--- src/pin_bus_pkg.sv ---
`default_nettype none

package pin_bus_pkg;

  // bank size and bus widths
  localparam int NUM_CHANNELS = 4;
  localparam int ADDR_WIDTH = 19;
  localparam int DATA_WIDTH = 32;
  localparam int RD_WIDTH = 16;

  // register indices in the low address byte of a channel
  localparam logic [7:0] ADDR_NCO_STEP = 8'd1;
  localparam logic [7:0] ADDR_END_TIME = 8'd2;
  localparam logic [7:0] ADDR_LOCAL_CMD = 8'd3;
  localparam logic [7:0] ADDR_SAMPLE_RATE = 8'd4;
  localparam logic [7:0] ADDR_SAMPLE_REG = 8'd5;
  localparam logic [7:0] ADDR_SAMPLE_CNT = 8'd7;
  localparam logic [7:0] ADDR_STATUS_REG = 8'd8;
  localparam logic [7:0] ADDR_LAST_DATA = 8'd9;

  // fixed middle field of the sample word
  localparam logic [14:0] SAMPLE_TAG = {12'habc, 3'b111};

endpackage

`default_nettype wire

--- src/pin_cmd_pkg.sv ---
`default_nettype none

package pin_cmd_pkg;

  // only the low byte of a command write is kept
  localparam int CMD_WIDTH = 8;

  localparam logic [CMD_WIDTH-1:0] CMD_CONST = 8'd2;
  localparam logic [CMD_WIDTH-1:0] CMD_SQUARE_WAVE = 8'd3;
  localparam logic [CMD_WIDTH-1:0] CMD_INPUT_STREAM = 8'd4;
  localparam logic [CMD_WIDTH-1:0] CMD_RESET = 8'd5;

  // one-hot sequencer states
  localparam int STATE_WIDTH = 4;

  localparam logic [STATE_WIDTH-1:0] ST_IDLE = 4'b0001;
  localparam logic [STATE_WIDTH-1:0] ST_CONST = 4'b0010;
  localparam logic [STATE_WIDTH-1:0] ST_SQUARE = 4'b0100;
  localparam logic [STATE_WIDTH-1:0] ST_STREAM = 4'b1000;

endpackage

`default_nettype wire

--- src/pin_reg_decode.sv ---
`timescale 1ns/1ps
`default_nettype none

module pin_reg_decode #(
  parameter int position = 0
) (
  input  wire logic                                 clk,
  input  wire logic                                 reset,
  input  wire logic                                 enable,
  input  wire logic [pin_bus_pkg::ADDR_WIDTH-1:0]   addr,
  input  wire logic                                 data_wr,
  input  wire logic                                 data_rd,
  input  wire logic [pin_bus_pkg::DATA_WIDTH-1:0]   data_in,
  input  wire logic                                 cmd_clear,
  output logic      [pin_cmd_pkg::CMD_WIDTH-1:0]    command,
  output logic      [pin_bus_pkg::DATA_WIDTH-1:0]   nco_step,
  output logic      [pin_bus_pkg::DATA_WIDTH-1:0]   end_time,
  output logic      [pin_bus_pkg::DATA_WIDTH-1:0]   sample_rate,
  output logic      [pin_bus_pkg::DATA_WIDTH-1:0]   last_data,
  output logic                                      rd_strobe,
  output logic      [7:0]                           reg_index
);

  logic selected;
  logic wr_sel;

  // channel is picked by address bits 15 to 8
  assign selected = enable && (addr[15:8] == 8'(position));
  assign wr_sel = selected && data_wr;

  assign rd_strobe = selected && data_rd;
  assign reg_index = addr[7:0];

  // every selected write is remembered for readback
  always_ff @(posedge clk) begin
    if (wr_sel) begin
      last_data <= data_in;
    end
  end

  always_ff @(posedge clk) begin
    if (reset) begin
      command <= '0;
      nco_step <= '0;
      end_time <= '0;
      sample_rate <= '0;
    end else begin
      // the sequencer consuming a command wins over a new write
      if (cmd_clear) begin
        command <= '0;
      end else if (wr_sel && (addr[7:0] == pin_bus_pkg::ADDR_LOCAL_CMD)) begin
        command <= data_in[pin_cmd_pkg::CMD_WIDTH-1:0];
      end
      if (wr_sel && (addr[7:0] == pin_bus_pkg::ADDR_NCO_STEP)) begin
        nco_step <= data_in;
      end
      if (wr_sel && (addr[7:0] == pin_bus_pkg::ADDR_END_TIME)) begin
        end_time <= data_in;
      end
      if (wr_sel && (addr[7:0] == pin_bus_pkg::ADDR_SAMPLE_RATE)) begin
        sample_rate <= data_in;
      end
    end
  end

endmodule

`default_nettype wire

--- src/pin_waveform_exec.sv ---
`timescale 1ns/1ps
`default_nettype none

module pin_waveform_exec (
  input  wire logic                                 clk,
  input  wire logic                                 reset,
  input  wire logic [pin_bus_pkg::DATA_WIDTH-1:0]   current_time,
  input  wire logic [pin_cmd_pkg::CMD_WIDTH-1:0]    command,
  input  wire logic [pin_bus_pkg::DATA_WIDTH-1:0]   end_time,
  input  wire logic [pin_bus_pkg::DATA_WIDTH-1:0]   nco_step,
  input  wire logic [pin_bus_pkg::DATA_WIDTH-1:0]   sample_rate,
  output logic                                      cmd_clear,
  output logic                                      pin_out,
  output logic                                      pin_oe,
  output logic                                      sample_strobe
);

  logic [pin_cmd_pkg::STATE_WIDTH-1:0] state;
  logic [pin_cmd_pkg::STATE_WIDTH-1:0] state_next;
  logic                                clear_next;
  logic [pin_bus_pkg::DATA_WIDTH-1:0]  phase_acc;
  logic [pin_bus_pkg::DATA_WIDTH-1:0]  rate_cnt;
  logic                                time_running;
  logic                                time_expired;
  logic                                cmd_pending;
  logic                                reset_req;

  assign time_running = (current_time != '0);
  assign time_expired = (current_time >= end_time);
  // the held command is stale while its clear is in flight
  assign cmd_pending = !cmd_clear;
  assign reset_req = cmd_pending && (command == pin_cmd_pkg::CMD_RESET);

  always_comb begin
    state_next = state;
    clear_next = 1'b0;
    unique case (state)
      pin_cmd_pkg::ST_IDLE: begin
        if (cmd_pending && time_running) begin
          if (command == pin_cmd_pkg::CMD_CONST) begin
            state_next = pin_cmd_pkg::ST_CONST;
            clear_next = 1'b1;
          end else if (command == pin_cmd_pkg::CMD_SQUARE_WAVE) begin
            state_next = pin_cmd_pkg::ST_SQUARE;
            clear_next = 1'b1;
          end else if (command == pin_cmd_pkg::CMD_INPUT_STREAM) begin
            state_next = pin_cmd_pkg::ST_STREAM;
            clear_next = 1'b1;
          end
        end
        // a reset with nothing running is simply dropped
        if (reset_req) begin
          clear_next = 1'b1;
        end
      end
      pin_cmd_pkg::ST_CONST, pin_cmd_pkg::ST_SQUARE: begin
        if (reset_req) begin
          state_next = pin_cmd_pkg::ST_IDLE;
          clear_next = 1'b1;
        end else if (time_expired) begin
          state_next = pin_cmd_pkg::ST_IDLE;
        end
      end
      pin_cmd_pkg::ST_STREAM: begin
        // streaming only ends on a reset command
        if (reset_req) begin
          state_next = pin_cmd_pkg::ST_IDLE;
          clear_next = 1'b1;
        end
      end
      default: state_next = pin_cmd_pkg::ST_IDLE;
    endcase
  end

  always_ff @(posedge clk) begin
    if (reset) begin
      state <= pin_cmd_pkg::ST_IDLE;
      cmd_clear <= 1'b0;
      phase_acc <= '0;
      rate_cnt <= '0;
      sample_strobe <= 1'b0;
    end else begin
      state <= state_next;
      cmd_clear <= clear_next;
      // accumulator follows the next state so the pin moves one cycle sooner
      if (state_next == pin_cmd_pkg::ST_CONST) begin
        phase_acc <= '1;
      end else if (state_next == pin_cmd_pkg::ST_SQUARE) begin
        phase_acc <= phase_acc + nco_step;
      end else begin
        phase_acc <= '0;
      end
      // rate counter counts down from sample_rate and fires at one
      sample_strobe <= 1'b0;
      if (state == pin_cmd_pkg::ST_STREAM) begin
        if (rate_cnt <= 1) begin
          sample_strobe <= 1'b1;
          rate_cnt <= sample_rate;
        end else begin
          rate_cnt <= rate_cnt - 1'b1;
        end
      end else begin
        rate_cnt <= sample_rate;
      end
    end
  end

  assign pin_oe = (state == pin_cmd_pkg::ST_CONST) || (state == pin_cmd_pkg::ST_SQUARE);
  assign pin_out = pin_oe && phase_acc[pin_bus_pkg::DATA_WIDTH-1];

endmodule

`default_nettype wire

--- src/pin_sample_result.sv ---
`timescale 1ns/1ps
`default_nettype none

module pin_sample_result #(
  parameter int position = 0
) (
  input  wire logic                                 clk,
  input  wire logic                                 reset,
  input  wire logic                                 rd_strobe,
  input  wire logic [7:0]                           reg_index,
  input  wire logic [pin_bus_pkg::DATA_WIDTH-1:0]   last_data,
  input  wire logic                                 pin_in,
  input  wire logic                                 sample_strobe,
  input  wire logic                                 output_sample,
  input  wire logic [7:0]                           channel_select,
  output logic      [pin_bus_pkg::RD_WIDTH-1:0]     data_out,
  output logic      [pin_bus_pkg::DATA_WIDTH-1:0]   sample_data
);

  logic                             sample_bit;
  logic [pin_bus_pkg::RD_WIDTH-1:0] sample_cnt;
  logic [pin_bus_pkg::RD_WIDTH-1:0] rd_value;

  always_ff @(posedge clk) begin
    if (reset) begin
      sample_bit <= 1'b0;
      sample_cnt <= '0;
    end else if (sample_strobe) begin
      sample_bit <= pin_in;
      sample_cnt <= sample_cnt + 1'b1;
    end
  end

  // register map for reads
  always_comb begin
    case (reg_index)
      pin_bus_pkg::ADDR_SAMPLE_REG: rd_value = {{(pin_bus_pkg::RD_WIDTH-1){1'b0}}, sample_bit};
      pin_bus_pkg::ADDR_SAMPLE_CNT: rd_value = sample_cnt;
      pin_bus_pkg::ADDR_STATUS_REG: rd_value = pin_bus_pkg::RD_WIDTH'(position);
      pin_bus_pkg::ADDR_LAST_DATA:  rd_value = last_data[pin_bus_pkg::RD_WIDTH-1:0];
      default:                      rd_value = '0;
    endcase
  end

  // both outputs are zero unless this channel was addressed last cycle
  always_ff @(posedge clk) begin
    if (reset) begin
      data_out <= '0;
      sample_data <= '0;
    end else begin
      if (rd_strobe) begin
        data_out <= rd_value;
      end else begin
        data_out <= '0;
      end
      if (output_sample && (channel_select == 8'(position))) begin
        sample_data <= {sample_cnt, pin_bus_pkg::SAMPLE_TAG, sample_bit};
      end else begin
        sample_data <= '0;
      end
    end
  end

endmodule

`default_nettype wire

--- src/pin_channel.sv ---
`timescale 1ns/1ps
`default_nettype none

module pin_channel #(
  parameter int position = 0
) (
  input  wire logic                                 clk,
  input  wire logic                                 reset,
  input  wire logic                                 enable,
  input  wire logic [pin_bus_pkg::ADDR_WIDTH-1:0]   addr,
  input  wire logic                                 data_wr,
  input  wire logic                                 data_rd,
  input  wire logic [pin_bus_pkg::DATA_WIDTH-1:0]   data_in,
  input  wire logic [pin_bus_pkg::DATA_WIDTH-1:0]   current_time,
  input  wire logic                                 output_sample,
  input  wire logic [7:0]                           channel_select,
  input  wire logic                                 pin_in,
  output logic      [pin_bus_pkg::RD_WIDTH-1:0]     data_out,
  output logic      [pin_bus_pkg::DATA_WIDTH-1:0]   sample_data,
  output logic                                      pin_out,
  output logic                                      pin_oe
);

  logic [pin_cmd_pkg::CMD_WIDTH-1:0]  command;
  logic [pin_bus_pkg::DATA_WIDTH-1:0] nco_step;
  logic [pin_bus_pkg::DATA_WIDTH-1:0] end_time;
  logic [pin_bus_pkg::DATA_WIDTH-1:0] sample_rate;
  logic [pin_bus_pkg::DATA_WIDTH-1:0] last_data;
  logic                               rd_strobe;
  logic [7:0]                         reg_index;
  logic                               cmd_clear;
  logic                               sample_strobe;

  pin_reg_decode #(.position(position)) decode_i (
    .clk         (clk),
    .reset       (reset),
    .enable      (enable),
    .addr        (addr),
    .data_wr     (data_wr),
    .data_rd     (data_rd),
    .data_in     (data_in),
    .cmd_clear   (cmd_clear),
    .command     (command),
    .nco_step    (nco_step),
    .end_time    (end_time),
    .sample_rate (sample_rate),
    .last_data   (last_data),
    .rd_strobe   (rd_strobe),
    .reg_index   (reg_index)
  );

  pin_waveform_exec exec_i (
    .clk           (clk),
    .reset         (reset),
    .current_time  (current_time),
    .command       (command),
    .end_time      (end_time),
    .nco_step      (nco_step),
    .sample_rate   (sample_rate),
    .cmd_clear     (cmd_clear),
    .pin_out       (pin_out),
    .pin_oe        (pin_oe),
    .sample_strobe (sample_strobe)
  );

  pin_sample_result #(.position(position)) result_i (
    .clk            (clk),
    .reset          (reset),
    .rd_strobe      (rd_strobe),
    .reg_index      (reg_index),
    .last_data      (last_data),
    .pin_in         (pin_in),
    .sample_strobe  (sample_strobe),
    .output_sample  (output_sample),
    .channel_select (channel_select),
    .data_out       (data_out),
    .sample_data    (sample_data)
  );

endmodule

`default_nettype wire

--- src/pin_bank_top.sv ---
`timescale 1ns/1ps
`default_nettype none

module pin_bank_top (
  input  wire logic                                 clk,
  input  wire logic                                 reset,
  input  wire logic                                 enable,
  input  wire logic [pin_bus_pkg::ADDR_WIDTH-1:0]   addr,
  input  wire logic                                 data_wr,
  input  wire logic                                 data_rd,
  input  wire logic [pin_bus_pkg::DATA_WIDTH-1:0]   data_in,
  input  wire logic [pin_bus_pkg::DATA_WIDTH-1:0]   current_time,
  input  wire logic                                 output_sample,
  input  wire logic [7:0]                           channel_select,
  input  wire logic [pin_bus_pkg::NUM_CHANNELS-1:0] pin_in,
  output logic      [pin_bus_pkg::RD_WIDTH-1:0]     data_out,
  output logic      [pin_bus_pkg::DATA_WIDTH-1:0]   sample_data,
  output logic      [pin_bus_pkg::NUM_CHANNELS-1:0] pin_out,
  output logic      [pin_bus_pkg::NUM_CHANNELS-1:0] pin_oe
);

  logic [pin_bus_pkg::RD_WIDTH-1:0]   ch_data_out [pin_bus_pkg::NUM_CHANNELS];
  logic [pin_bus_pkg::DATA_WIDTH-1:0] ch_sample   [pin_bus_pkg::NUM_CHANNELS];

  for (genvar i = 0; i < pin_bus_pkg::NUM_CHANNELS; i++) begin : g_channel
    pin_channel #(.position(i)) channel_i (
      .clk            (clk),
      .reset          (reset),
      .enable         (enable),
      .addr           (addr),
      .data_wr        (data_wr),
      .data_rd        (data_rd),
      .data_in        (data_in),
      .current_time   (current_time),
      .output_sample  (output_sample),
      .channel_select (channel_select),
      .pin_in         (pin_in[i]),
      .data_out       (ch_data_out[i]),
      .sample_data    (ch_sample[i]),
      .pin_out        (pin_out[i]),
      .pin_oe         (pin_oe[i])
    );
  end

  // idle channels drive zero so a plain OR merges them
  always_comb begin
    data_out = '0;
    sample_data = '0;
    for (int i = 0; i < pin_bus_pkg::NUM_CHANNELS; i++) begin
      data_out = data_out | ch_data_out[i];
      sample_data = sample_data | ch_sample[i];
    end
  end

endmodule

`default_nettype wire

--- config.mk ---
export PLATFORM = sky130hd
export DESIGN_NAME = pin_bank_top
export DESIGN_NICKNAME = d
export VERILOG_FILES = /design/src/pin_bus_pkg.sv /design/src/pin_cmd_pkg.sv /design/src/pin_reg_decode.sv /design/src/pin_waveform_exec.sv /design/src/pin_sample_result.sv /design/src/pin_channel.sv /design/src/pin_bank_top.sv
export SDC_FILE = /design/constraint.sdc
export NUM_CORES = 2
export LEC_CHECK = 0
export ABC_AREA = 1
export BUFFER_PORTS_ARGS = -buffer_cell sky130_fd_sc_hd__buf_2
export CORE_MARGIN = 2
export CORE_UTILIZATION = 45
export DETAILED_ROUTE_END_ITERATION = 10
export SETUP_SLACK_MARGIN = 0.15
export SLEW_MARGIN = 10
export SYNTH_ARGS = -nofsm -noshare
export SYNTH_HDL_FRONTEND = slang
export SYNTH_SLANG_ARGS = --single-unit
--- constraint.sdc ---
create_clock -name clk -period 2 [get_ports clk]
set_input_delay 0.1 -clock clk [delete_from_list [all_inputs] [get_ports clk]]
set_output_delay 0.1 -clock clk [all_outputs]
set_load 0.01 [all_outputs]
==> flow_summary_export.csv <==
group,metric,value,unit
timing,whs,62.69,ps
floorplan,initial_core_util,0.4535,
worst_setup_path,path_max_fanout,8,
status,status,"finished, violations left",
pwr,power,41.93,mW
floorplan,ios,157,
global_routing,grt_usage,0.2729,
layout,syn_to_final_growth,22.85,%
yosys,ys.flop_type,"dfxtp_1",
hold_path,hold_depth,6,
routing,routed.top_layer,"met5",
yosys,synth_top_area_cell,"dfxtp_1",
layout,fillers,10090,
floorplan,die_area,110500,sq um
clock_network,clockBufferDepth,3,
worst_setup_path,reg2reg_from,"g_channel[1].channel_i.decode_i.end_time[6]$_SDFFE_PP0P_",
timing,finalHoldViolCount,0,
timing,rsz0062_at_grt,"yes",
routing,drtIter0Drc,3442,
timing,setup_violations,133,
clock_network,cts_made_buffers,105,
timing,worst_pin_slew,727.9,ps
timing,skew,38.86,ps
yosys,synth_top_area_frac,0.3711,
routing,wl,158.0,mm
floorplan,die_x,332.5,microns
yosys,synthTopCellsByArea,"dfxtp_1, nand2_1, a21oi_1",
routing,drt-vias-per-instance,5.270,
routing,wl_met2,71.35,mm
routing,wl_met1,69.20,mm
placed_design,gp_congestion,0.9255,
placed_design,dpl.hpwl,104.6,mm
global_routing,grt_max_degree,155,
yosys,syn_area,48550,sq um
yosys,syn_inst,6598,
placed_design,numPlacedInstances,8185,
clock_network,clock_sinks,964,
pwr,p_per_area,703.0,nW/um^2
yosys,avgSynthCellArea,7.358,sq um
pwr,leakage,27.05,nW
worst_setup_path,path_class,"reg -> reg",
worst_setup_path,arrival,2970,ps
global_routing,grt_pass1_wl,235.5,mm
timing,period_share,1.200,
run,drv_cap,0,
timing,setup_ws,-399.8,ps
yosys,synth-seq-area-share,0.4107,
layout,drive_above_1_share,0.1679,
routing,drtAntennaViolNets,0,
floorplan,core-area,107100,sq um
layout,layoutNonFillerInstCount,8481,
yosys,synth_seq_cells,964,
status,violations,"negative setup slack",
worst_setup_path,critical_path_required,2570,ps
placed_design,port-buffer-count,148,
floorplan,num_rows,120,
pwr,ir_worst_vdd,0.7347,mV
layout,nets,7352,
yosys,ys_types,62,
timing,slew_viol_final,0,
timing,fin_crit,2400,ps
routing,drcViolationCount,0,
clock_network,h-tree-depth,3,
clock_network,clk_pin_slew,60,ps
yosys,synth_commonest_cells,"nand2_1, dfxtp_1, nor2_1, a21oi_1, inv_1",
worst_setup_path,r2r_slack,-400,ps
clock_network,cts_tree,"yes",
worst_setup_path,crit_path_end_kind,"register",
routing,wl_met3,9.939,mm
timing,relSlewSlack,0.5147,
yosys,yosysWarnings,0,
clock_network,clock-root-buffer,"clkbuf_16",
routing,vias,44700,
global_routing,antenna_found_initial,10,
floorplan,die_y,332.5,microns
worst_setup_path,r2r_end,"g_channel[1].channel_i.exec_i.phase_acc[15]$_SDFF_PP0_",
global_routing,grt_pass1_vias,41420,
yosys,async_reset_ff_frac,0,
worst_setup_path,crit_start,"g_channel[1].channel_i.decode_i.end_time[6]$_SDFFE_PP0P_",
worst_setup_path,crit_path_end,"g_channel[1].channel_i.exec_i.phase_acc[15]$_SDFF_PP0_",
timing,max_freq,416.7,MHz
routing,dr.pass1.iters,6,
worst_setup_path,startpoint_type,"register",
global_routing,gr-total-overflow,0,
timing,tns,-40970,ps
yosys,synth_most_common_cell,"nand2_1",
routing,wl_per_cell,18.63,microns
hold_path,hold_path.class,"in -> reg",
clock_network,clk_latency,720,ps
worst_setup_path,r2r_cells,13,
yosys,synth_edf_count,64,
cell families after synthesis:
family | after synthesis | synth area share
flops | 964 | 0.4107
simple gates | 2696 | 0.2346
compound gates | 1487 | 0.1707
buf+inv | 1035 | 0.08773
fa+ha+maj | 268 | 0.06969
xor+xnor | 147 | 0.02652
other cells | 1 | 0.00007724
power by group:
part / leakage (nW) / total, mW / switching (mW) / internal [mW]
clock: 1.79 / 20.6 / 8.46 / 12.2
combinational: 17.4 / 1.89 / 1.29 / 0.598
sequential: 7.84 / 19.4 / 0.000449 / 19.4
total: 27.0 / 41.9 / 9.75 / 32.2
routing by layer:
metal / vias to the layer above / track usage
met4: 6 / 0.1201
met3: 297 / 0.05201
met1: 20810 / 0.3535
li1: 22450 / -
met2: 1136 / 0.4419
met5: - / 0
through the flow:
step / cell area [sq um] / setup slack (ps) / util
6_report: 59650 / -399.8 / 0.5572
5_1_grt: 59640 / -461.3 / 0.5571
4_1_cts: 58030 / -328.2 / 0.5421
3_5_place_dp: 52840 / -408.6 / 0.4936
3_3_place_gp: 52840 / -424.1 / 0.4936
2_1_floorplan: 48580 / 160.2 / -
layout make-up:
class / instances / area (sq um) / share of cell area
antenna: 4 / 10.01 / 0.0001678
clock inverter: 56 / 676.9 / 0.01135
sequential: 964 / 19990 / 0.3352
clock buffer: 142 / 3019 / 0.05062
timing repair buffer: 556 / 5238 / 0.08781
inverter: 753 / 2856 / 0.04789
multi-input combinational: 4603 / 26100 / 0.4375
tap: 1403 / 1755 / 0.02943
critical path: stages, from the launching register on:
cell and delay [ps]:
dfxtp_2 340, inv_2 40, ha_4 260, nand2_4 60, nor2_4 110, nand4_1 290
nand3b_1 290, buf_4 150, nand4_1 170, nand2_4 120, buf_12 160, buf_16 150
nand2_4 70, a21oi_2 50
sequential cells by signal (all words and copies together), names as in the netlist, 16 cells and up:
| signal | cells |
|---|---|
| g_channel.channel_i.exec_i.state | 16 |
| g_channel.channel_i.exec_i.phase_acc | 128 |
| g_channel.channel_i.result_i.sample_data | 72 |
| g_channel.channel_i.decode_i.sample_rate | 128 |
| g_channel.channel_i.result_i.sample_cnt | 64 |
| g_channel.channel_i.result_i.data_out | 64 |
| g_channel.channel_i.decode_i.last_data | 64 |
| g_channel.channel_i.decode_i.end_time | 128 |
| g_channel.channel_i.decode_i.nco_step | 128 |
| g_channel.channel_i.exec_i.rate_cnt | 128 |
| g_channel.channel_i.decode_i.command | 32 |
what timing repair did:
action	4_1_cts	5_1_grt
endpoints found under the setup margin	291	451
cloned	9	13
gates resized for setup	171	335
pin swaps	52	77
hold buffers	48	0
setup buffers	15	9
hold endpoints to repair	345	0
cell usage in the layout, fill, tap and decap left out, types with 21 or more instances in the layout:
cell           Yosys  routed
a211oi_1          86      86
a211oi_2          56      56
a21oi_1          762     697
a21oi_2            0      63
buf_12             0      72
buf_2             70     146
buf_4             44     260
clkbuf_16          0     117
clkbuf_8           0      21
dfxtp_1          900     859
dfxtp_2            0      40
dlygate4sd3_1      0      48
edfxtp_1          64      64
ha_1             264     222
ha_4               0      39
inv_1            745     707
inv_2              5      40
nand2_1         1343    1213
nand2_2            6      66
nand2_4            0      70
nand3_1          199     196
nand4_1           73      73
nor2_1           820     782
nor2_2             9      29
nor2_4             9      27
nor3_1           104     100
nor4_1            25      23
o21ai_0          480     472
o21bai_1          22      22
or4_1             34      34
xnor2_1           26      26
xor2_1           121     121
worst min path at each step:
stage           startpoint  slack [ps]                                                      end
6_report           addr[8]          60  g_channel[0].channel_i.result_i.data_out[14]$_SDFF_PP0_
2_1_floorplan   data_in[0]         200   g_channel[0].channel_i.decode_i.last_data[0]$_DFFE_PP_
4_1_cts            addr[8]           7  g_channel[0].channel_i.result_i.data_out[14]$_SDFF_PP0_
5_1_grt            addr[8]          60  g_channel[0].channel_i.result_i.data_out[14]$_SDFF_PP0_
3_5_place_dp   data_in[12]         380  g_channel[2].channel_i.decode_i.last_data[12]$_DFFE_PP_
3_3_place_gp   data_in[13]         380  g_channel[2].channel_i.decode_i.last_data[13]$_DFFE_PP_
Power figures use the tool's default switching activity.
